--- src/verilog/mem_map_pkg.sv ---
// Console memory map definitions
`default_nettype none

package mem_map_pkg;

  // ==========================================================================
  // Bus widths and types
  // ==========================================================================
  localparam int WORD_ADDR_W = 23;              // CPU word address
  localparam int PAD_INDEX_W = 9;               // 512 words = 1K bytes

  typedef logic [WORD_ADDR_W-1:0] word_addr_t;
  typedef logic [WORD_ADDR_W:0]   ext_addr_t;   // Extra zero top bit for SDRAM
  typedef logic [15:0]            bus_data_t;
  typedef logic [PAD_INDEX_W-1:0] pad_index_t;
  typedef logic [6:0]             busy_count_t;

  typedef enum logic [1:0] {
    REGION_NONE,                                // Unmapped, reads as zero
    REGION_PAD,                                 // On-chip scratchpad
    REGION_EXT                                  // Anything served by SDRAM
  } region_e;

  // ==========================================================================
  // Region match values
  // ==========================================================================
  // Word address bits 22:9, byte address 08000
  localparam logic [WORD_ADDR_W-PAD_INDEX_W-1:0] PAD_MATCH = 14'b0000_0000_1000_00;

  // Window = number of top address bits compared, plus the word base address
  typedef struct packed {
    logic [4:0] top_bits;
    word_addr_t base;
  } ext_window_t;

  localparam int EXT_WINDOW_COUNT = 9;

  localparam ext_window_t EXT_WINDOWS [EXT_WINDOW_COUNT] = '{
    '{5'd11, 23'h000000},                       // Console ROM, byte 0000
    '{5'd11, 23'h001000},                       // Low RAM, byte 2000 (8K)
    '{5'd11, 23'h005000},                       // High RAM, byte A000 (8K)
    '{5'd10, 23'h006000},                       // High RAM, byte C000..FFFF
    '{5'd8,  23'h008000},                       // GROM, byte 10000
    '{5'd8,  23'h018000},                       // DSR ROM, byte 30000
    '{5'd4,  23'h080000},                       // SAMS 1M..2M
    '{5'd3,  23'h100000},                       // Cartridges 2M..4M
    '{5'd3,  23'h200000}                        // Test window 4M..6M
  };

  localparam int BUSY_TIMEOUT_DEFAULT = 100;    // Wait-state load value

endpackage

`default_nettype wire
--- src/verilog/cpu_access_if.sv ---
// Decoded CPU access
`default_nettype none

interface cpu_access_if;

  mem_map_pkg::region_e    region;        // Region of the current address
  mem_map_pkg::word_addr_t adr;           // Word address as held by the CPU
  mem_map_pkg::bus_data_t  wdata;         // CPU write data
  logic                    wr;            // Write level
  logic                    rd;            // Read level
  logic                    lb_en;         // Low byte lane
  logic                    ub_en;         // High byte lane
  logic                    strobe;        // One-cycle start of access

  // Decoder side
  modport decoder (output region, adr, wdata, wr, rd, lb_en, ub_en, strobe);

  // Scratchpad RAM, byte-lane writes
  modport pad (input region, adr, wdata, wr, lb_en, ub_en);

  // SDRAM sequencer
  modport ext (input region, adr, wdata, wr, rd, strobe);

  // Read data mux only needs the region
  modport result (input region);

endinterface

`default_nettype wire

--- src/verilog/address_decoder.sv ---
// CPU address decoder
`default_nettype none

module address_decoder (
  input  wire mem_map_pkg::word_addr_t i_adr,
  input  wire mem_map_pkg::bus_data_t  i_data,
  input  wire                          i_we_n,
  input  wire                          i_oe_n,
  input  wire                          i_lb_n,
  input  wire                          i_ub_n,
  input  wire                          i_addr_strobe,
  cpu_access_if.decoder                acc
);

  // Top-bit compare of one external window
  function automatic logic window_hit(
    input mem_map_pkg::word_addr_t  adr,
    input mem_map_pkg::ext_window_t win
  );
    logic [mem_map_pkg::WORD_ADDR_W:0] low_ones;
    mem_map_pkg::word_addr_t           mask;
    // Ones below the compared field
    low_ones = ({{mem_map_pkg::WORD_ADDR_W{1'b0}}, 1'b1}
                << (mem_map_pkg::WORD_ADDR_W - win.top_bits)) - 1'b1;
    mask     = ~low_ones[mem_map_pkg::WORD_ADDR_W-1:0];
    return (adr & mask) == win.base;
  endfunction

  logic pad_hit;                                // Scratchpad window
  logic ext_hit;                                // Any SDRAM window

  // ==========================================================================
  // Region match
  // ==========================================================================
  assign pad_hit = (i_adr[mem_map_pkg::WORD_ADDR_W-1:mem_map_pkg::PAD_INDEX_W]
                    == mem_map_pkg::PAD_MATCH);

  always_comb
  begin
    ext_hit = 1'b0;
    for (int i = 0; i < mem_map_pkg::EXT_WINDOW_COUNT; i++)
    begin
      if (window_hit(i_adr, mem_map_pkg::EXT_WINDOWS[i]))
        ext_hit = 1'b1;
    end
  end

  // Windows are disjoint, pad checked first anyway
  always_comb
  begin
    if (pad_hit)
      acc.region = mem_map_pkg::REGION_PAD;
    else if (ext_hit)
      acc.region = mem_map_pkg::REGION_EXT;
    else
      acc.region = mem_map_pkg::REGION_NONE;
  end

  // ==========================================================================
  // Access fields
  // ==========================================================================
  assign acc.adr    = i_adr;
  assign acc.wdata  = i_data;
  assign acc.wr     = ~i_we_n;                  // Strobes to active high
  assign acc.rd     = ~i_oe_n;
  assign acc.lb_en  = ~i_lb_n;
  assign acc.ub_en  = ~i_ub_n;
  assign acc.strobe = i_addr_strobe;            // Same cycle as the CPU

endmodule

`default_nettype wire

--- src/flat_wrapper.sv ---
// flat-port wrapper written by rule: the top's interface ports become plain ports
module address_decoder_flat 
  (i_adr, i_data, i_we_n, i_oe_n, i_lb_n, i_ub_n, i_addr_strobe, acc_region, acc_adr, acc_wdata, acc_wr, acc_rd, acc_lb_en, acc_ub_en, acc_strobe);
  cpu_access_if acc_i ();
  input  wire mem_map_pkg::word_addr_t i_adr;
  input  wire mem_map_pkg::bus_data_t i_data;
  input  wire i_we_n;
  input  wire i_oe_n;
  input  wire i_lb_n;
  input  wire i_ub_n;
  input  wire i_addr_strobe;
  output wire logic [$bits(acc_i.region)-1:0] acc_region;
  output wire logic [$bits(acc_i.adr)-1:0] acc_adr;
  output wire logic [$bits(acc_i.wdata)-1:0] acc_wdata;
  output wire logic [$bits(acc_i.wr)-1:0] acc_wr;
  output wire logic [$bits(acc_i.rd)-1:0] acc_rd;
  output wire logic [$bits(acc_i.lb_en)-1:0] acc_lb_en;
  output wire logic [$bits(acc_i.ub_en)-1:0] acc_ub_en;
  output wire logic [$bits(acc_i.strobe)-1:0] acc_strobe;
  assign acc_region = acc_i.region;
  assign acc_adr = acc_i.adr;
  assign acc_wdata = acc_i.wdata;
  assign acc_wr = acc_i.wr;
  assign acc_rd = acc_i.rd;
  assign acc_lb_en = acc_i.lb_en;
  assign acc_ub_en = acc_i.ub_en;
  assign acc_strobe = acc_i.strobe;
  address_decoder u_core (.i_adr(i_adr), .i_data(i_data), .i_we_n(i_we_n), .i_oe_n(i_oe_n), .i_lb_n(i_lb_n), .i_ub_n(i_ub_n), .i_addr_strobe(i_addr_strobe), .acc(acc_i));
endmodule
--- config.mk ---
export PLATFORM = sky130hd
export DESIGN_NAME = address_decoder_flat
export DESIGN_NICKNAME = d
export VERILOG_FILES = /design/src/verilog/mem_map_pkg.sv /design/src/verilog/cpu_access_if.sv /design/src/verilog/address_decoder.sv /design/src/flat_wrapper.sv
export SDC_FILE = /design/constraint.sdc
export NUM_CORES = 1
export LEC_CHECK = 0
export BUFFER_PORTS_ARGS = -buffer_cell sky130_fd_sc_hd__buf_2
export CELL_PAD_IN_SITES_DETAIL_PLACEMENT = 0
export CELL_PAD_IN_SITES_GLOBAL_PLACEMENT = 1
export CORE_ASPECT_RATIO = 0.7
export CORE_UTILIZATION = 13
export DETAILED_ROUTE_END_ITERATION = 6
export GPL_ROUTABILITY_DRIVEN = 0
export GPL_TIMING_DRIVEN = 0
export MAX_ROUTING_LAYER = met4
export PLACE_DENSITY_LB_ADDON = 0.1
export SKIP_LAST_GASP = 1
export SLEW_MARGIN = 30
export SYNTH_ARGS = -nofsm -noshare
export SYNTH_HDL_FRONTEND = slang
export SYNTH_SLANG_ARGS = --single-unit
export TNS_END_PERCENT = 30
--- constraint.sdc ---
create_clock -name vclk -period 1.3
set_clock_uncertainty 0.2 [all_clocks]
set_input_delay 0.065 -clock vclk [all_inputs]
set_output_delay 0.065 -clock vclk [all_outputs]
set_load 0.02 [all_outputs]
---- Yosys cells after proc, flatten, opt, wreduce, memory -nomap -nowiden ----
Index checks and enable logic that the tools add are counted.
cells by class
  eq/ne operators ......................... 9
  muxes and demuxes ....................... 11
  bitwise operators ....................... 4
  reductions and logical operators ........ 1
operators by type and width
  kind                 number
  $logic_not 23->1     1
  $eq 14x6->1 const B  1
  $eq 11x1->1 const B  1
  $eq 11x3->1 const B  1
  $eq 10x2->1 const B  1
  $mux 1               9
  $eq 8x1->1 const B   1
  $eq 8x2->1 const B   1
  $eq 4x1->1 const B   1
  $mux 2               2
  $not 1->1            4
  $eq 3x1->1 const B   1
  $eq 3x2->1 const B   1
storage, ports and cells
  flip-flop bits (word level) ............. 0
  input port bits ......................... 44
  output and inout bits ................... 46
  word-level logic and storage cells ...... 25

---- Logic depth before layout (Yosys ltp) ----
Gate-level depths: netlist of run 1.
  depth after elaboration ................. 12
  gate-level depth with buffers ........... 4
  gate-level depth less buffers ........... 3

---- Worst setup path after synthesis of run 1 ----
OpenSTA, ideal clock, no wires.
  path type ............................... input to output
  start point ............................. in i_adr[14]
  end point ............................... out acc_region[1]
  arrival ................................. 0.893 ns
  data required time ...................... 1.035 ns
  setup slack ............................. 0.142 ns
  stages on the path ...................... 3
  buffers on the path ..................... 0
  cells stage by stage .................... nor3b_1 > o31a_1 > a2111oi_4
on the way
  cells in the longest elaborated chain, start to end .. 12
  elaborated cells on any way between the ends .. 16
  those cells by class .................... eq/ne: 4; mux: 11; reduce/logical: 1
RTL lines
  element              line                   source
  start: declaration   flat_wrapper.sv:5      input wire mem_map_pkg::word_addr_t i_adr;
  $logic_not 23->1     address_decoder.sv:26  return (adr & mask) == win.base;
  $mux 1 (9 in a row)  address_decoder.sv:43  if (window_hit(i_adr, mem_map_pkg::EXT_WINDOWS[i]))
  $mux 2               address_decoder.sv:53  else if (ext_hit)
  $mux 2 (*)           address_decoder.sv:51  if (pad_hit)
  end: declaration     flat_wrapper.sv:12     output wire logic [$bits(acc_i.region)-1:0] acc_region;
Mark *: on every way between the ends. The rest lies on a longest branch, timed or not.

---- Worst setup path in the final report of run 1 ----
  start point ............................. in i_adr[13]
  end point ............................... out acc_region[0]
on the way
  cells in the longest elaborated chain, start to end .. 2
RTL lines
  element             line                   source
  $eq 14x6->1         address_decoder.sv:36  == mem_map_pkg::PAD_MATCH);
  net u_core.pad_hit  address_decoder.sv:29  logic pad_hit;
  $mux 2              address_decoder.sv:51
The timed path passes the listed nets, and every way through them passes these cells.

==> impl_metrics.py, run 1 <==
metrics = {
    "layout": {
        "multi_input_area_um2": 105,
        "post-route-util": 0.273,
        "n_clock_buffer": 0,
        "n_antenna_cell": 0,
        "area_growth_pct": 92.2,
        "nFlopsAndLatches": 0,
        "fillers": 326,
        "fin_nets": 166,
        "drive_above_1_share": 0.900,
        "seq_area_um2": 0,
        "stdcell_count": 156,
    },
    "logic_synthesis": {
        "netlist.top_cell.by_area": "buf_4",
        "ys_types": 10,
        "synth_cells": 56,
        "synth_nets": 100,
        "syn_avg_cell_area_um2": 7.42,
        "yosysTopAreaCellShare": 0.741,
        "seq_area_frac_synth": 0,
        "netlist_area_um2": 415,
        "yosys.cell_count.top_type": "buf_4",
        "synthTopCellsByArea": "buf_4 (74%), a2111oi_4 (6.6%), nor4_1 (4.5%), inv_1 (3.6%), nand4b_1 (2.1%)",
        "synth_warnings": 0,
        "synth_commonest_cells": "buf_4 (41), inv_1 (4), nor4_1 (3), nor2_1 (2)",
    },
    "pwr": {
        "p_leak_nw": 0.489,
        "irDropWorstVdd_mv": 0.130,
        "power.density_nw_per_um2": 391,
        "power_mw": 0.312,
    },
    "global_routing": {
        "grt_overflow": 0,
        "first_global_vias": 387,
        "grt_usage": 0.0515,
        "grt_max_degree": 5,
        "antenna_found_initial": 0,
        "grt_pass1_wl_um": 1500,
    },
    "hold_path": {
        "worstHoldPathType": "in -> out",
        "worstHoldStart": "i_adr[1]",
        "holdPathEnd": "acc_adr[1]",
        "whs_path_depth": 2,
    },
    "critical_path": {
        "endpoint_kind": "primary output",
        "start_kind": "primary input",
        "critPathMaxStageDelay_ns": 0.51,
        "required_ns": 1.03,
        "crit_fanout": 4,
        "crit_slowest_cell": "or4_1",
        "critPathMostFrequentCell": "buf_4",
        "crit_arrival_ns": 1.01,
        "cp_top_family": "simple AND/OR/NAND/NOR gates",
        "crit_chain": "buf_2 -> or4_1 -> nor2_1 -> buf_4 -> buf_4",
        "worstSetupPathType": "in -> out",
        "crit_buf_inv": 3,
    },
    "job": {
        "cap_violations": 0,
    },
    "detailed_routing": {
        "drc": 0,
        "drtAntennaViolNets": 0,
        "vias_per_cell": 3.47,
        "wl_per_cell_um": 7.11,
        "drt-total-wl_um": 1110,
        "dr.pass1.iters": 1,
        "vias": 542,
        "drt-initial-drc-count": 0,
    },
    "floorplan": {
        "coreArea_um2": 2920,
        "rows": 16,
        "io_pins": 90,
        "die_w_um": 69.6,
        "die_h_um": 49.3,
        "start_util": 0.142,
        "dieArea_um2": 3430,
    },
    "sta": {
        "rsz0062_at_grt": "true",
        "drv_slew": 0,
        "max_clock_freq_mhz": 784,
        "finalSetupViolations": 0,
        "hold_slack_ns": 0.147,
        "max-slew-margin-rel": 0.698,
        "fin_crit_ns": 1.27,
        "worstMarginPinSlew_ns": 0.449,
        "finalCritPeriodShare": 0.981,
        "final-hold-violation-count": 0,
    },
    "outcome": {
        "outcome": "complete, no violations",
    },
    "placed_design": {
        "io_buffer_count": 64,
        "dp.cells": 156,
    },
    "clocking": {
        "cts_hold_buffers": 0,
        "post_cts_buffers": 0,
    },
}
==> report_power, final <==
| group | internal (mW) | leakage, nW | switching (mW) | total (mW) |
|---|---|---|---|---|
| clock network | 0 | 0 | 0 | 0 |
| logic | 0.154 | 0.489 | 0.158 | 0.312 |
| registers | 0 | 0 | 0 | 0 |
==> worst max path at each step <==
stage	cells past startpoint	from	slack (ns)	endpoint
after floorplan	3	i_adr[14]	0.14	acc_region[1]
after global placement	5	i_adr[14]	-0.06	acc_region[1]
after detailed placement	5	i_adr[14]	-0.08	acc_region[1]
after CTS	5	i_adr[13]	0.02	acc_region[0]
after global routing	5	i_adr[13]	-0.01	acc_region[1]
final	5	i_adr[13]	0.03	acc_region[0]
==> routing by layer <==
layer	routed length, um	up-vias	GRT usage	share of wire
li1	-	268	-	-
met1	368	230	0.0525	0.33
met2	604	44	0.112	0.54
met3	136	0	0.00413	0.12
met4	0	0	0	0
met5	0	-	-	0
==> cell type report <==
type,count,share of cell area
timing repair buffer,64,0.408
buffer,41,0.386
multi-input combinational,11,0.132
inverter,4,0.0188
tap,36,0.0564
==> what timing repair did <==
item                                    4_1_cts  5_1_grt
pin swaps                                     2        0
resized for setup                             3        1
cloned                                        0        0
endpoints found under the setup margin        2        2
==> placed cells by master, fill, tap and decap left out, types with 2 or more instances in the layout <==
master  synthesis  layout
nor2_1          2       2
inv_1           4       4
buf_2           0      62
buf_4          41      43
nor4_2          0       2
==> stage by stage <==
stage               setup TNS [ns]  cell area [um2]  worst slack [ns]
finish                           0              798            0.0253
global route               -0.0192              798           -0.0148
global placement            -0.120              781           -0.0648
detailed placement          -0.126              781           -0.0781
CTS                              0              792            0.0181
floorplan                        0              415             0.142
==> cells by family (layout without fill, tap and decap cells) <==
logic type      count (synthesis)  in the layout  share of synthesized area
simple gates                    9              9                      0.136
compound gates                  2              2                     0.0874
buf+inv                        45            109                      0.777
Power figures use the tool's default switching activity.
==> run 2: changes to the inputs <==
--- a/config.mk
+++ b/config.mk
@@ -15,6 +15,7 @@
 export GPL_TIMING_DRIVEN = 0
 export MAX_ROUTING_LAYER = met4
 export PLACE_DENSITY_LB_ADDON = 0.1
+export REMOVE_ABC_BUFFERS = 1
 export SKIP_LAST_GASP = 1
 export SLEW_MARGIN = 30
 export SYNTH_ARGS = -nofsm -noshare
==> constraint.sdc (replaced) <==
create_clock -name vclk -period 1.35
set_clock_uncertainty 0.2 [all_clocks]
set_input_delay 0.0675 -clock vclk [all_inputs]
set_output_delay 0.0675 -clock vclk [all_outputs]
set_load 0.02 [all_outputs]
==> run 2 against run 1 <==
  * Die area did not move
  * Total power down 19%
  * Hold slack better by 0.019 ns
  * Combinational power is 19% lower
  * Critical endpoint is now acc_region[1]
==> impl_metrics.py, run 2 (synthesis results as in run 1) <==
metrics = {
    "critical_path": {
        "crit_slowest_cell": "o31a_1",
        "crit_chain": "buf_2 -> nor2b_1 -> o31a_1 -> a2111oi_4 -> buf_4",
        "critPathMaxStageDelay_ns": 0.31,
        "crit_buf_inv": 2,
        "required_ns": 1.08,
        "cp_top_family": "compound AO/OA/AOI/OAI gates",
        "endpoint_kind": "primary output",
        "start_kind": "primary input",
        "crit_fanout": 4,
        "crit_arrival_ns": 1.00,
        "worstSetupPathType": "in -> out",
    },
    "global_routing": {
        "grt_usage": 0.0998,
        "antenna_found_initial": 0,
        "grt_max_degree": 5,
        "first_global_vias": 387,
        "grt_pass1_wl_um": 2580,
        "grt_overflow": 0,
    },
    "pwr": {
        "power.density_nw_per_um2": 412,
        "p_leak_nw": 0.297,
        "comb_power_share": 1.000,
        "switching_share": 0.596,
        "power_mw": 0.252,
        "pwr-share-seq": 0,
        "switching_power_mw": 0.150,
        "p_int_mw": 0.102,
        "irDropWorstVdd_mv": 0.145,
        "clockPowerShare": 0,
    },
    "sta": {
        "max_clock_freq_mhz": 787,
        "finalCritPeriodShare": 0.941,
        "rsz0062_at_grt": "false",
        "drv_slew": 0,
        "worstMarginPinSlew_ns": 0.450,
        "finalSetupViolations": 0,
        "final-hold-violation-count": 0,
        "fin_ws_ns": 0.0798,
        "fin_crit_ns": 1.27,
        "max-slew-margin-rel": 0.697,
    },
    "detailed_routing": {
        "drt-initial-drc-count": 12,
        "vias": 410,
        "wl_per_cell_um": 16.1,
        "drt-total-wl_um": 1850,
        "drc": 0,
        "dr.pass1.iters": 3,
        "drtAntennaViolNets": 0,
        "vias_per_cell": 3.57,
    },
    "outcome": {
        "outcome": "complete, no violations",
    },
    "layout": {
        "seq_area_um2": 0,
        "n_antenna_cell": 0,
        "final_cell_mix": "buf_2 (37), dlygate4sd3_1 (26), inv_1 (4)",
        "n_clock_buffer": 0,
        "area_growth_pct": 47.3,
        "fillers": 338,
        "drive_above_1_share": 0.506,
        "post-route-util": 0.209,
        "nFlopsAndLatches": 0,
        "mostFrequentLayoutCell": "buf_2",
        "fin_nets": 125,
    },
    "floorplan": {
        "start_util": 0.142,
        "die_w_um": 69.6,
        "rows": 16,
        "dieArea_um2": 3430,
        "io_pins": 90,
        "coreArea_um2": 2920,
        "die_h_um": 49.3,
    },
    "job": {
        "cap_violations": 0,
    },
    "placed_design": {
        "io_buffer_count": 38,
        "hpwl_um": 1410,
        "pre_cts_slack_ns": -0.0286,
    },
    "hold_path": {
        "worstHoldPathType": "in -> out",
    },
}
-- run 2: repair_timing --
action	CTS	global route
hold buffers	26	0
resized for setup	1	1
pin swaps	2	0
setup endpoints to repair	1	2
buffers inserted	0	0
hold endpoints to repair	26	0
-- run 2: final cells by class --
type	instances	area, um2	area share
Timing Repair Buffer	64	453	0.740
Tap cell	36	45.0	0.0736
Inverter	4	15.0	0.0245
Multi-Input combinational cell	11	98.8	0.162
-- run 2: per-layer routing --
layer  share of wire  up-vias  global-route usage
met2            0.44       16               0.129
met4           0.010        0              0.0102
met3           0.062        4              0.0186
li1                -      185                   -
met5               0        -                   -
met1            0.49      205               0.158
-- run 2: path summary, 6_finish.rpt --
path                  startpoint             to  cells after the start
worst max-delay path   i_adr[13]  acc_region[1]                      5
worst min-delay path   i_adr[10]    acc_adr[10]                      2
-- run 2: metrics by stage --
stage,setup TNS (ns),hold WS (ns),instance area [um2],instances
after floorplan,0,-0.0650,108,15
after global placement,-0.198,-0.0649,343,89
after detailed placement,-0.0286,-0.0649,343,89
after CTS,0,0.166,606,115
after global routing,0,0.178,612,115
final,0,0.166,612,115
-- run 2: power by group through the flow --
stage / Combinational [mW] / Sequential [mW] / Clock [mW]
2_1_floorplan: 0.0256 / 0 / 0
5_1_grt: 0.262 / 0 / 0
6_report: 0.252 / 0 / 0
3_5_place_dp: 0.123 / 0 / 0
3_3_place_gp: 0.127 / 0 / 0
4_1_cts: 0.250 / 0 / 0
