## src/verilog/mem_map_pkg.sv

```systemverilog
// Console memory map definitions
`default_nettype none

package mem_map_pkg;

  // ==========================================================================
  // Bus widths and types
  // ==========================================================================
  localparam int WORD_ADDR_W = 23;              // CPU word address
  localparam int PAD_INDEX_W = 9;               // 512 words = 1K bytes

  typedef logic [WORD_ADDR_W-1:0] word_addr_t;
  typedef logic [WORD_ADDR_W:0]   ext_addr_t;   // Extra zero top bit for SDRAM
  typedef logic [15:0]            bus_data_t;
  typedef logic [PAD_INDEX_W-1:0] pad_index_t;
  typedef logic [6:0]             busy_count_t;

  typedef enum logic [1:0] {
    REGION_NONE,                                // Unmapped, reads as zero
    REGION_PAD,                                 // On-chip scratchpad
    REGION_EXT                                  // Anything served by SDRAM
  } region_e;

  // ==========================================================================
  // Region match values
  // ==========================================================================
  // Word address bits 22:9, byte address 08000
  localparam logic [WORD_ADDR_W-PAD_INDEX_W-1:0] PAD_MATCH = 14'b0000_0000_1000_00;

  // Window = number of top address bits compared, plus the word base address
  typedef struct packed {
    logic [4:0] top_bits;
    word_addr_t base;
  } ext_window_t;

  localparam int EXT_WINDOW_COUNT = 9;

  localparam ext_window_t EXT_WINDOWS [EXT_WINDOW_COUNT] = '{
    '{5'd11, 23'h000000},                       // Console ROM, byte 0000
    '{5'd11, 23'h001000},                       // Low RAM, byte 2000 (8K)
    '{5'd11, 23'h005000},                       // High RAM, byte A000 (8K)
    '{5'd10, 23'h006000},                       // High RAM, byte C000..FFFF
    '{5'd8,  23'h008000},                       // GROM, byte 10000
    '{5'd8,  23'h018000},                       // DSR ROM, byte 30000
    '{5'd4,  23'h080000},                       // SAMS 1M..2M
    '{5'd3,  23'h100000},                       // Cartridges 2M..4M
    '{5'd3,  23'h200000}                        // Test window 4M..6M
  };

  localparam int BUSY_TIMEOUT_DEFAULT = 100;    // Wait-state load value

endpackage

`default_nettype wire
```

## src/verilog/cpu_access_if.sv

```systemverilog
// Decoded CPU access
`default_nettype none

interface cpu_access_if;

  mem_map_pkg::region_e    region;        // Region of the current address
  mem_map_pkg::word_addr_t adr;           // Word address as held by the CPU
  mem_map_pkg::bus_data_t  wdata;         // CPU write data
  logic                    wr;            // Write level
  logic                    rd;            // Read level
  logic                    lb_en;         // Low byte lane
  logic                    ub_en;         // High byte lane
  logic                    strobe;        // One-cycle start of access

  // Decoder side
  modport decoder (output region, adr, wdata, wr, rd, lb_en, ub_en, strobe);

  // Scratchpad RAM, byte-lane writes
  modport pad (input region, adr, wdata, wr, lb_en, ub_en);

  // SDRAM sequencer
  modport ext (input region, adr, wdata, wr, rd, strobe);

  // Read data mux only needs the region
  modport result (input region);

endinterface

`default_nettype wire

```

## src/verilog/read_data_return.sv

```systemverilog
// CPU read data return
`default_nettype none

module read_data_return (
  input  wire                         clk,
  input  wire                         i_rst_n,
  cpu_access_if.result                acc,
  input  wire mem_map_pkg::bus_data_t i_pad_rdata,   // Registered scratchpad data
  input  wire mem_map_pkg::bus_data_t i_ext_rdata,   // Valid with done
  input  wire                         i_ext_done,
  output mem_map_pkg::bus_data_t      o_data
);

  mem_map_pkg::bus_data_t ext_data_q;           // Last SDRAM read word

  // Capture on ack, held until the next one
  always_ff @(posedge clk or negedge i_rst_n)
  begin
    if (!i_rst_n)
      ext_data_q <= '0;
    else if (i_ext_done)
      ext_data_q <= i_ext_rdata;
  end

  // Read bus mux by current region
  always_comb
  begin
    case (acc.region)
      mem_map_pkg::REGION_PAD: o_data = i_pad_rdata;
      mem_map_pkg::REGION_EXT: o_data = ext_data_q;
      default:                 o_data = '0;   // Unmapped reads zero
    endcase
  end

endmodule

`default_nettype wire

```

## src/flat_wrapper.sv

```systemverilog
// flat-port wrapper written by rule: the top's interface ports become plain ports
module read_data_return_flat 
  (clk, i_rst_n, i_pad_rdata, i_ext_rdata, i_ext_done, o_data, acc_region);
  cpu_access_if acc_i ();
  input  wire clk;
  input  wire i_rst_n;
  input  wire mem_map_pkg::bus_data_t i_pad_rdata;
  input  wire mem_map_pkg::bus_data_t i_ext_rdata;
  input  wire i_ext_done;
  output mem_map_pkg::bus_data_t o_data;
  input wire logic [$bits(acc_i.region)-1:0] acc_region;
  assign acc_i.region = acc_region;
  read_data_return u_core (.clk(clk), .i_rst_n(i_rst_n), .acc(acc_i), .i_pad_rdata(i_pad_rdata), .i_ext_rdata(i_ext_rdata), .i_ext_done(i_ext_done), .o_data(o_data));
endmodule
```

## config.mk

```make
export PLATFORM = sky130hd
export DESIGN_NAME = read_data_return_flat
export DESIGN_NICKNAME = d
export VERILOG_FILES = /design/src/verilog/mem_map_pkg.sv /design/src/verilog/cpu_access_if.sv /design/src/verilog/read_data_return.sv /design/src/flat_wrapper.sv
export SDC_FILE = /design/constraint.sdc
export NUM_CORES = 1
export LEC_CHECK = 0
export ABC_AREA = 1
export BUFFER_PORTS_ARGS = -buffer_cell sky130_fd_sc_hd__buf_2
export CORE_MARGIN = 2
export CORE_UTILIZATION = 43
export DETAILED_ROUTE_END_ITERATION = 6
export GPL_TIMING_DRIVEN = 1
export PLACE_DENSITY = 0.75
export SLEW_MARGIN = 20
export SYNTH_ARGS = -nofsm -noshare
export SYNTH_HDL_FRONTEND = slang
export SYNTH_SLANG_ARGS = --single-unit
```

## constraint.sdc

```tcl
create_clock -name clk -period 1.28 [get_ports clk]
set_input_delay 0.192 -clock clk [delete_from_list [all_inputs] [get_ports clk]]
set_output_delay 0.192 -clock clk [all_outputs]
set_load 0.005 [all_outputs]
```

After elaboration in Yosys (flattened, before gate mapping)
Index checks and enable logic that the tools add are counted.
{"block": "totals", "register_bits": 16, "inputBits": 37, "elab_cells": 4}
{"block": "op_classes", "eq_ne": 2, "mux": 1}
{"op": "16-bit one-hot mux with 2 select lines", "count": 1}
{"op": "2-bit by 1-bit == test with 1-bit output, second input constant", "count": 1}
{"op": "2-bit == test, second input constant", "count": 1}

Longest topological paths before layout
Gate-level depths: netlist of the first run.
{"block": "logic_depth", "ltp_word": 2, "mapped_depth": 6, "ltp_nobuf": 4}

Least setup slack after synthesis of the first run
OpenSTA, ideal clock, no wires.
{"block": "synth_timing", "kind": "input -> output", "from": "in acc_region[0]", "to": "out o_data[12]", "arrival_time_ps": 917, "required_time_ps": 1088, "path_slack_ps": 171, "stages": 5, "cell_sequence": "inv_1 ha_1 buf_2 buf_6 a21oi_1"}
{"block": "synth_via", "elab_chain_cells": 2}
{"item": "start, declared", "line": "flat_wrapper.sv:11", "source": "input wire logic [$bits(acc_i.region)-1:0] acc_region;"}
{"item": "2-bit == test or 2-bit by 1-bit == test with 1-bit output (tied branches)", "line": "read_data_return.sv:28", "source": "case (acc.region)"}
{"item": "16-bit one-hot mux with 2 select lines *", "line": "read_data_return.sv:28"}
{"item": "end, declared", "line": "flat_wrapper.sv:10", "source": "output mem_map_pkg::bus_data_t o_data;"}
Mark *: on every way between the ends. The rest lies on a longest branch, timed or not.

Final worst setup path of the first run
{"block": "layout_timing", "from": "in acc_region[1]", "to": "out o_data[1]"}
Same word-level chain as after synthesis.

==> metrics, run 1 <==
sequential share of the synthesized area=0.417; Routed WL per cell=approximately 10 µm; die span in y=a little over 50 µm; Antenna diodes=0; global-route wire length before repair=3460 µm; register-to-register setup slack=about 600 ps; Sum Neg Setup Slack=0 ps; number of synthesized flops with an enable pin=0; Largest regs=u_core.ext_data_q: 16 flops; Max Freq=821 MHz; CTS tree=built; Crit path max-delay family=buffers and inverters; hpwl dp=between 1500 and 2000 µm; Hold Path Class=primary input to register; Most common cell on crit path=buf_2; nets=roughly 220; startpoint types=primary input; register bit total from synthesis=16; unique cell type count in the Yosys netlist=12; Leak Pwr=between 0.6 and 0.7 nW; RSZ-0062 raised after global routing=no; leading area contributor after synthesis=dfrtp_1; total gr overflow=0; Setup Skew=0 ps; Tmin final=~1200 ps; routability cong.=between 0.7 and 0.8; Overall Global Routing Usage=0.174; Die Wd=just over 50 µm; Max-slew headroom=0.721; CP cell instances=buf_2 -> inv_1 -> ha_2 -> buf_4 -> nand2_1 -> a21oi_1 -> buf_2; max-slew violation count=0; drc violations=0; CP Data Required Time=~1100 ps; Buf+Inv Stages, Crit Path=4; synthesized area per cell=roughly 7.7 µm²; Iteration-0 DRC Markers=9; max-cap violations=0; via count=slightly above 900; Synth area leaders=dfrtp_1 42%, nand2_1 18%, a21oi_2 9.1%, o21ai_0 8.3%, inv_1 7.0%; Cells after Synth=~130; Post-DRT Antenna Nets=0; total wire length=2080 µm; Pre-antenna DRT Iters=4; max reg flops=16; Register Area=around 400 µm²; pin count of the biggest net entering global routing=33; Clk Tree Root Cell=clkbuf_4; Area growth syn-to-layout=35.9%; Critical Path AT=slightly above 1000 ps; Synth async-reset ratio=1.00; clock-pin slew on the worst setup and hold paths=80 ps; port bufs=52; Setup crit end kind=output pin; TritonCTS Buffers=3; vias in the first global route=~800; hold violation count in the final report=0; Yosys top cell area share=0.417; Crit-path slowest cell=ha_2; Post-CTS Setup Bufs=0; commonest cells in the synthesized netlist=45 x nand2_1, 18 x inv_1, 16 x dfrtp_1, 16 x o21ai_0, 10 x a21oi_2; Clock Latency Late Sink=270 ps; CP Class=primary input to output pin; PwrDens=between 800 and 900 mW/mm²; IO Pins=53; drt via density=between 4 and 5; Sink Count=16; Biggest register=u_core.ext_data_q; # rows=17; H-tree levels=1; placed cells=~200; fin crit share=0.951; initial core utilization=0.442; clk buf depth=2; Synth Flop Type=dfrtp_1; Worst-Margin Slew=around 420 ps; critical path fanouts, max=4; count leader, synth=nand2_1; Synth warnings=0; initial antenna violation count=0; final setup vio count=0; Synth Net Count=approximately 160; status=finished, final reports clean; share of cells above drive strength 1=0.435; Netlist Area Pre-Place=960 µm²; Non-Filler Instances=approximately 200; Die Area=around 0.0026 mm²; slowest stage delay, CP=approximately 200 ps; peak supply drop=~0.64 mV; multi-input logic area=around 430 µm²; Core Footprint=around 0.0022 mm²; Fillers=approximately 210
## worst paths after layout
kind	startpoint	to	cells past startpoint
worst max-delay path	acc_region[1]	o_data[1]	7
worst min-delay path	i_ext_rdata[1]	u_core.ext_data_q[1]	3
worst max register to register	u_core.ext_data_q[8]	u_core.ext_data_q[8]	2
worst min register to register	u_core.ext_data_q[14]	u_core.ext_data_q[14]	2
max in group asynchronous	i_rst_n	u_core.ext_data_q[6]	2
min in group asynchronous	i_rst_n	u_core.ext_data_q[4]	2
## through the flow
| step | instance area (µm²) | utilization | worst slack (ps) | total power [mW] | hold WS [ps] |
|---|---|---|---|---|---|
| after floorplan | 960 | - | 171 | 0.730 | -104 |
| after global placement | 1250 | 0.576 | 58.8 | 0.849 | 110 |
| after detailed placement | 1250 | 0.576 | 13.4 | 0.862 | 115 |
| after CTS | 1280 | 0.591 | 13.2 | 1.11 | 111 |
| after global routing | 1300 | 0.601 | 12.6 | 1.19 | 110 |
| final | 1300 | 0.601 | 62.5 | 1.11 | 119 |
## power breakdown
part,internal (mW),leakage (nW),switching (mW)
clock,0.109,0.0138,0.136
sequential,0.550,0.194,0.0261
combinational,0.143,0.477,0.142
total,0.802,0.686,0.305
## layout make-up
class | count | area share
Timing Repair Buffer | 58 | 0.265
Inverter | 18 | 0.0518
Clock buffer | 3 | 0.0173
Tap cell | 28 | 0.0269
Sequential cell | 16 | 0.307
Multi-Input combinational cell | 82 | 0.332
## cells in the final DEF (no fill, tap or decap)
cell | Yosys | routed
dlygate4sd3_1 | 0 | 1
nand2_1 | 45 | 45
buf_2 | 4 | 52
nand2_2 | 3 | 3
ha_4 | 0 | 1
ha_2 | 0 | 1
a21oi_2 | 10 | 12
buf_12 | 1 | 3
a21oi_1 | 6 | 4
clkbuf_4 | 0 | 3
buf_4 | 1 | 2
dfrtp_1 | 16 | 16
o21ai_0 | 16 | 16
inv_1 | 18 | 18
## worst register-to-register path, stage by stage (launching register included)
cell and delay, ps:
dfrtp_1 410, inv_1 60, o21ai_0 70
## logic make-up (layout without fill, tap and decap cells)
group	count (synthesis)	in the layout	share of synthesized area
buffers and inverters	27	79	0.155
and+or+nand+nor	48	48	0.196
AOI/OAI and AO/OA	32	32	0.206
adders and majority gates	2	2	0.0261
DFF	16	16	0.417
## layer usage
| metal | share of wire | routed length, µm | up-vias | GRT usage |
|---|---|---|---|---|
| met1 | 0.46 | 955 | 392 | 0.227 |
| met5 | 0 | 0 | - | 0 |
| li1 | - | - | 490 | - |
| met3 | 0.048 | 100 | 0 | 0.0263 |
| met2 | 0.49 | 1030 | 26 | 0.297 |
| met4 | 0 | 0 | 0 | 0.0526 |
## what timing repair did
item                                   in CTS  in global routing
setup endpoints to repair                   0                  7
hold buffers                                1                  0
resized for setup                           0                  4
endpoints found under the hold margin      16                  0
Note: power is estimated with default switching activity, not from simulation.
==> run 2, diff against run 1 <==
--- a/config.mk
+++ b/config.mk
@@ -9,8 +9,10 @@
 export BUFFER_PORTS_ARGS = -buffer_cell sky130_fd_sc_hd__buf_2
 export CORE_MARGIN = 2
 export CORE_UTILIZATION = 43
+export CTS_BUF_LIST = sky130_fd_sc_hd__clkbuf_16
 export DETAILED_ROUTE_END_ITERATION = 6
 export GPL_TIMING_DRIVEN = 1
+export MAX_ROUTING_LAYER = met4
 export PLACE_DENSITY = 0.75
 export SLEW_MARGIN = 20
 export SYNTH_ARGS = -nofsm -noshare
==> metrics, run 2 (synthesis gave the netlist of run 1 again) <==
status=finished, final reports clean; total gr overflow=0; final setup vio count=0; most frequent cells in the layout=52 x buf_2, 45 x nand2_1, 18 x inv_1, 16 x o21ai_0, 16 x dfrtp_1; RSZ-0062 raised after global routing=no; die span in y=just over 50 µm; nets=roughly 220; pin count of the biggest net entering global routing=33; most common cell after layout, fill and taps aside=buf_2; routability cong.=approximately 0.8; fin crit share=0.949; Clk Tree Root Cell=clkbuf_16; CTS tree=built; Overall Global Routing Usage=0.182; Die Area=~0.0026 mm²; Max Freq=just over 800 MHz; Antenna diodes=0; peak supply drop=around 1.0 mV; drt via density=4.49; CP Data Required Time=~1100 ps; Area growth syn-to-layout=41.3%; IO Pins=53; Core Footprint=between 0.002 and 0.0025 mm²; max-slew violation count=0; Sum Neg Setup Slack=0 ps; Pre-antenna DRT Iters=4; Post-DRT Antenna Nets=0; CP Class=primary input to output pin; vias in the first global route=816; total wire length=about 2100 µm; clock-pin slew on the worst setup and hold paths=approximately 40 ps; fin util=0.625; initial core utilization=0.442; Hold Path Class=primary input to register; drc violations=0; hold violation count in the final report=0; Iteration-0 DRC Markers=12; H-tree levels=1; share of cells above drive strength 1=0.435; critical path fanouts, max=4; Largest regs=u_core.ext_data_q: 16 flops; # rows=17; hpwl dp=about 1700 µm; max-cap violations=0; initial antenna violation count=0; Post-CTS Setup Bufs=0; TritonCTS Buffers=3; Routed WL per cell=between 10 and 15 µm; Setup crit end kind=output pin; Worst-Margin Slew=about 420 ps; max reg flops=16; global-route wire length before repair=roughly 3500 µm; Min Hold Slack=approximately 150 ps; Tmin final=roughly 1200 ps; Setup Skew=0 ps; Max-slew headroom=0.719; Critical Path AT=1020 ps; startpoint types=primary input; clk buf depth=2; port bufs=52; Clock Latency Late Sink=between 200 and 250 ps; Leak Pwr=0.709 nW; PwrDens=~1100 mW/mm²; via count=between 900 and 1000; Die Wd=51.2 µm; Sink Count=16; Biggest register=u_core.ext_data_q
[run 2: cell counts in the layout (fill, tap and decap cells not counted)]
No cell type changed its count.
[run 2: power by group]
group	switching, mW	internal (mW)	total [mW]
Sequential	0.0261	0.553	0.579
Combinational	0.143	0.143	0.286
Clock	0.176	0.408	0.584
Total	0.345	1.10	1.45
[run 2: area by class of cell]
cell class	instances	area, µm²
fill	202	813
multi-input combinational	82	433
sequential	16	400
timing repair buffer	58	345
clock buffer	3	75.1
inverter	18	67.6
tap	28	35.0
[run 2: stage by stage]
step | area [µm²] | std cells | setup WS, ps | total power, mW
6_report | 1360 | 205 | 65.9 | 1.45
5_1_grt | 1360 | 205 | 12.6 | 1.53
3_3_place_gp | 1250 | 201 | 58.8 | 0.849
4_1_cts | 1330 | 205 | 13.2 | 1.45
2_1_floorplan | 960 | 125 | 171 | 0.730
3_5_place_dp | 1250 | 201 | 13.4 | 0.862
[run 2: worst paths after layout]
check,slack (ps),start,endpoint,depth (start not counted)
min,150,i_ext_rdata[1],u_core.ext_data_q[1],3
max,70,acc_region[1],o_data[1],7
max reg2reg,610,u_core.ext_data_q[8],u_core.ext_data_q[8],2
max in group asynchronous,620,i_rst_n,u_core.ext_data_q[0],2
min in group asynchronous,410,i_rst_n,u_core.ext_data_q[10],2
min reg2reg,520,u_core.ext_data_q[14],u_core.ext_data_q[14],2
[run 2: timing repair]
item / 4_1_cts / 5_1_grt
hold buffers: 1 / 0
endpoints found under the setup margin: 0 / 7
resized for setup: 0 / 4
endpoints found under the hold margin: 16 / 0
[run 2: critical path, stage by stage]
cell and delay, ps:
buf_2 120, inv_1 60, ha_2 200, buf_4 130
nand2_1 50, a21oi_1 140, buf_2 140
[run 2: per-layer routing]
layer  wire length, µm  GRT usage
met5                 0          -
met4                32     0.0877
met3               136     0.0263
met2              1030      0.299
met1               930      0.220
==> run 3, diff against run 2 <==
--- a/config.mk
+++ b/config.mk
@@ -8,12 +8,12 @@
 export ABC_AREA = 1
 export BUFFER_PORTS_ARGS = -buffer_cell sky130_fd_sc_hd__buf_2
 export CORE_MARGIN = 2
-export CORE_UTILIZATION = 43
+export CORE_UTILIZATION = 40
 export CTS_BUF_LIST = sky130_fd_sc_hd__clkbuf_16
 export DETAILED_ROUTE_END_ITERATION = 6
 export GPL_TIMING_DRIVEN = 1
 export MAX_ROUTING_LAYER = met4
-export PLACE_DENSITY = 0.75
+export PLACE_DENSITY = 0.7
 export SLEW_MARGIN = 20
 export SYNTH_ARGS = -nofsm -noshare
 export SYNTH_HDL_FRONTEND = slang
==> metrics, run 3 (synthesis gave the netlist of run 1 again) <==
RR Startpoint=u_core.ext_data_q[10]; clk buf depth=2; startpoint types=primary input; total gr overflow=0; Post-DRT Antenna Nets=0; peak supply drop=~0.98 mV; cell area after layout=roughly 0.0013 mm²; met1 WL=roughly 940 µm; total wire length=2200 µm; H-tree levels=1; most common cell after layout, fill and taps aside=buf_2; CP Class=primary input to output pin; Pre-antenna DRT Iters=4; Clk Tree Root Cell=clkbuf_16; Setup crit end kind=output pin; Iteration-0 DRC Markers=21; Biggest register=u_core.ext_data_q; share of cells above drive strength 1=0.425; dpl ws=around 25 ps; Die Wd=approximately 53 µm; Max Freq=823 MHz; CTS tree=built; multi-input logic area=about 430 µm²; PwrDens=about 1100 mW/mm²; initial core utilization=0.430; Worst-Margin Slew=about 450 ps; max-cap violations=0; CP Data Required Time=1090 ps; final setup vio count=0; vias in the first global route=around 810; Top Metal Used=met4; most frequent cells in the layout=52 x buf_2, 45 x nand2_1, 18 x inv_1, 16 x o21ai_0, 16 x dfrtp_1; Area growth syn-to-layout=39.9%; port bufs=52; Die Area=approximately 0.0028 mm²; register-to-register setup slack=between 600 and 700 ps; status=finished, final reports clean; metal2 WL=around 1100 µm; routability cong.=0.749; Power Total=1.45 mW; TritonCTS Buffers=3; Core Footprint=0.00223 mm²; hold violation count in the final report=0; Clock Latency Late Sink=~240 ps; Leak Pwr=roughly 0.7 nW; hpwl dp=roughly 1700 µm; Register Area=400 µm²; drt via density=roughly 4.6; Overall Global Routing Usage=0.175; initial antenna violation count=0; critical path fanouts, max=6; global-route wire length before repair=3440 µm; Tmin final=1210 ps; FF-to-FF path depth=2; max-slew violation count=0; Setup Skew=0 ps; via count=945; Post-CTS Setup Bufs=0; max reg flops=16; worst setup margin=about 65 ps; Fillers=214; fin crit share=0.949; RSZ-0062 raised after global routing=yes; Hold Path Class=primary input to register; placed cells=a little over 200; clock-pin slew on the worst setup and hold paths=50 ps; # rows=17; IO Pins=53; die span in y=roughly 53 µm; Antenna diodes=0; drc violations=0; Worst R2R End=u_core.ext_data_q[10]; placed cell area=about 0.0012 mm²; Max-slew headroom=0.698; Sink Count=16; met3 wire len=around 110 µm; CP startpoint=acc_region[1]; Largest regs=u_core.ext_data_q: 16 flops; Routed WL per cell=roughly 11 µm; pin count of the biggest net entering global routing=33; Non-Filler Instances=about 210; nets=219; Critical Path AT=around 1000 ps; fin util=0.601; Setup crit end=o_data[0]
[run 3: what timing repair did]
| item | 4_1_cts | 5_1_grt |
|---|---|---|
| setup endpoints to repair | 0 | 9 |
| gates resized for setup | 0 | 4 |
| hold buffers | 1 | 0 |
| endpoints found under the hold margin | 16 | 0 |
[run 3: how the worst min path moves through the flow]
stage	start	to	slack (ps)	cells after the start
floorplan	i_rst_n	u_core.ext_data_q[0]	-100	0
global placement	i_rst_n	u_core.ext_data_q[14]	110	1
detailed placement	i_rst_n	u_core.ext_data_q[13]	120	1
CTS	i_ext_rdata[6]	u_core.ext_data_q[6]	150	3
global route	i_ext_rdata[6]	u_core.ext_data_q[6]	170	3
finish	i_ext_rdata[6]	u_core.ext_data_q[6]	150	3
[run 3: critical path, stage by stage]
cell and delay [ps]:
buf_2 120, inv_1 60, ha_2 200, buf_4 140, nand2_1 60, a21oi_1 130, buf_2 120
[run 3: per-stage QoR]
step | TNS, ps | hold slack (ps)
finish | 0 | 150
global route | -41.8 | 166
CTS | 0 | 154
detailed placement | 0 | 124
global placement | 0 | 111
floorplan | 0 | -104
[run 3: where the power goes]
part | switching (mW) | leakage (nW) | total [mW] | internal, mW
sequential | 0.0259 | 0.194 | 0.579 | 0.553
clock | 0.188 | 0.0385 | 0.602 | 0.414
combinational | 0.140 | 0.477 | 0.273 | 0.133
[run 3: final cells by class]
type	count	area share
multi-input cells	82	0.317
repair buffers	59	0.250
flip-flops and latches	16	0.298
inverters	18	0.0503
clock buffers	3	0.0559
well taps	28	0.0261
clock inverters	1	0.00280
[run 3: routing by layer]
metal	vias up	GRT usage
met1	425	0.222
met3	5	0.0254
met2	26	0.271
li1	489	-
met5	-	-
met4	0	0.0897
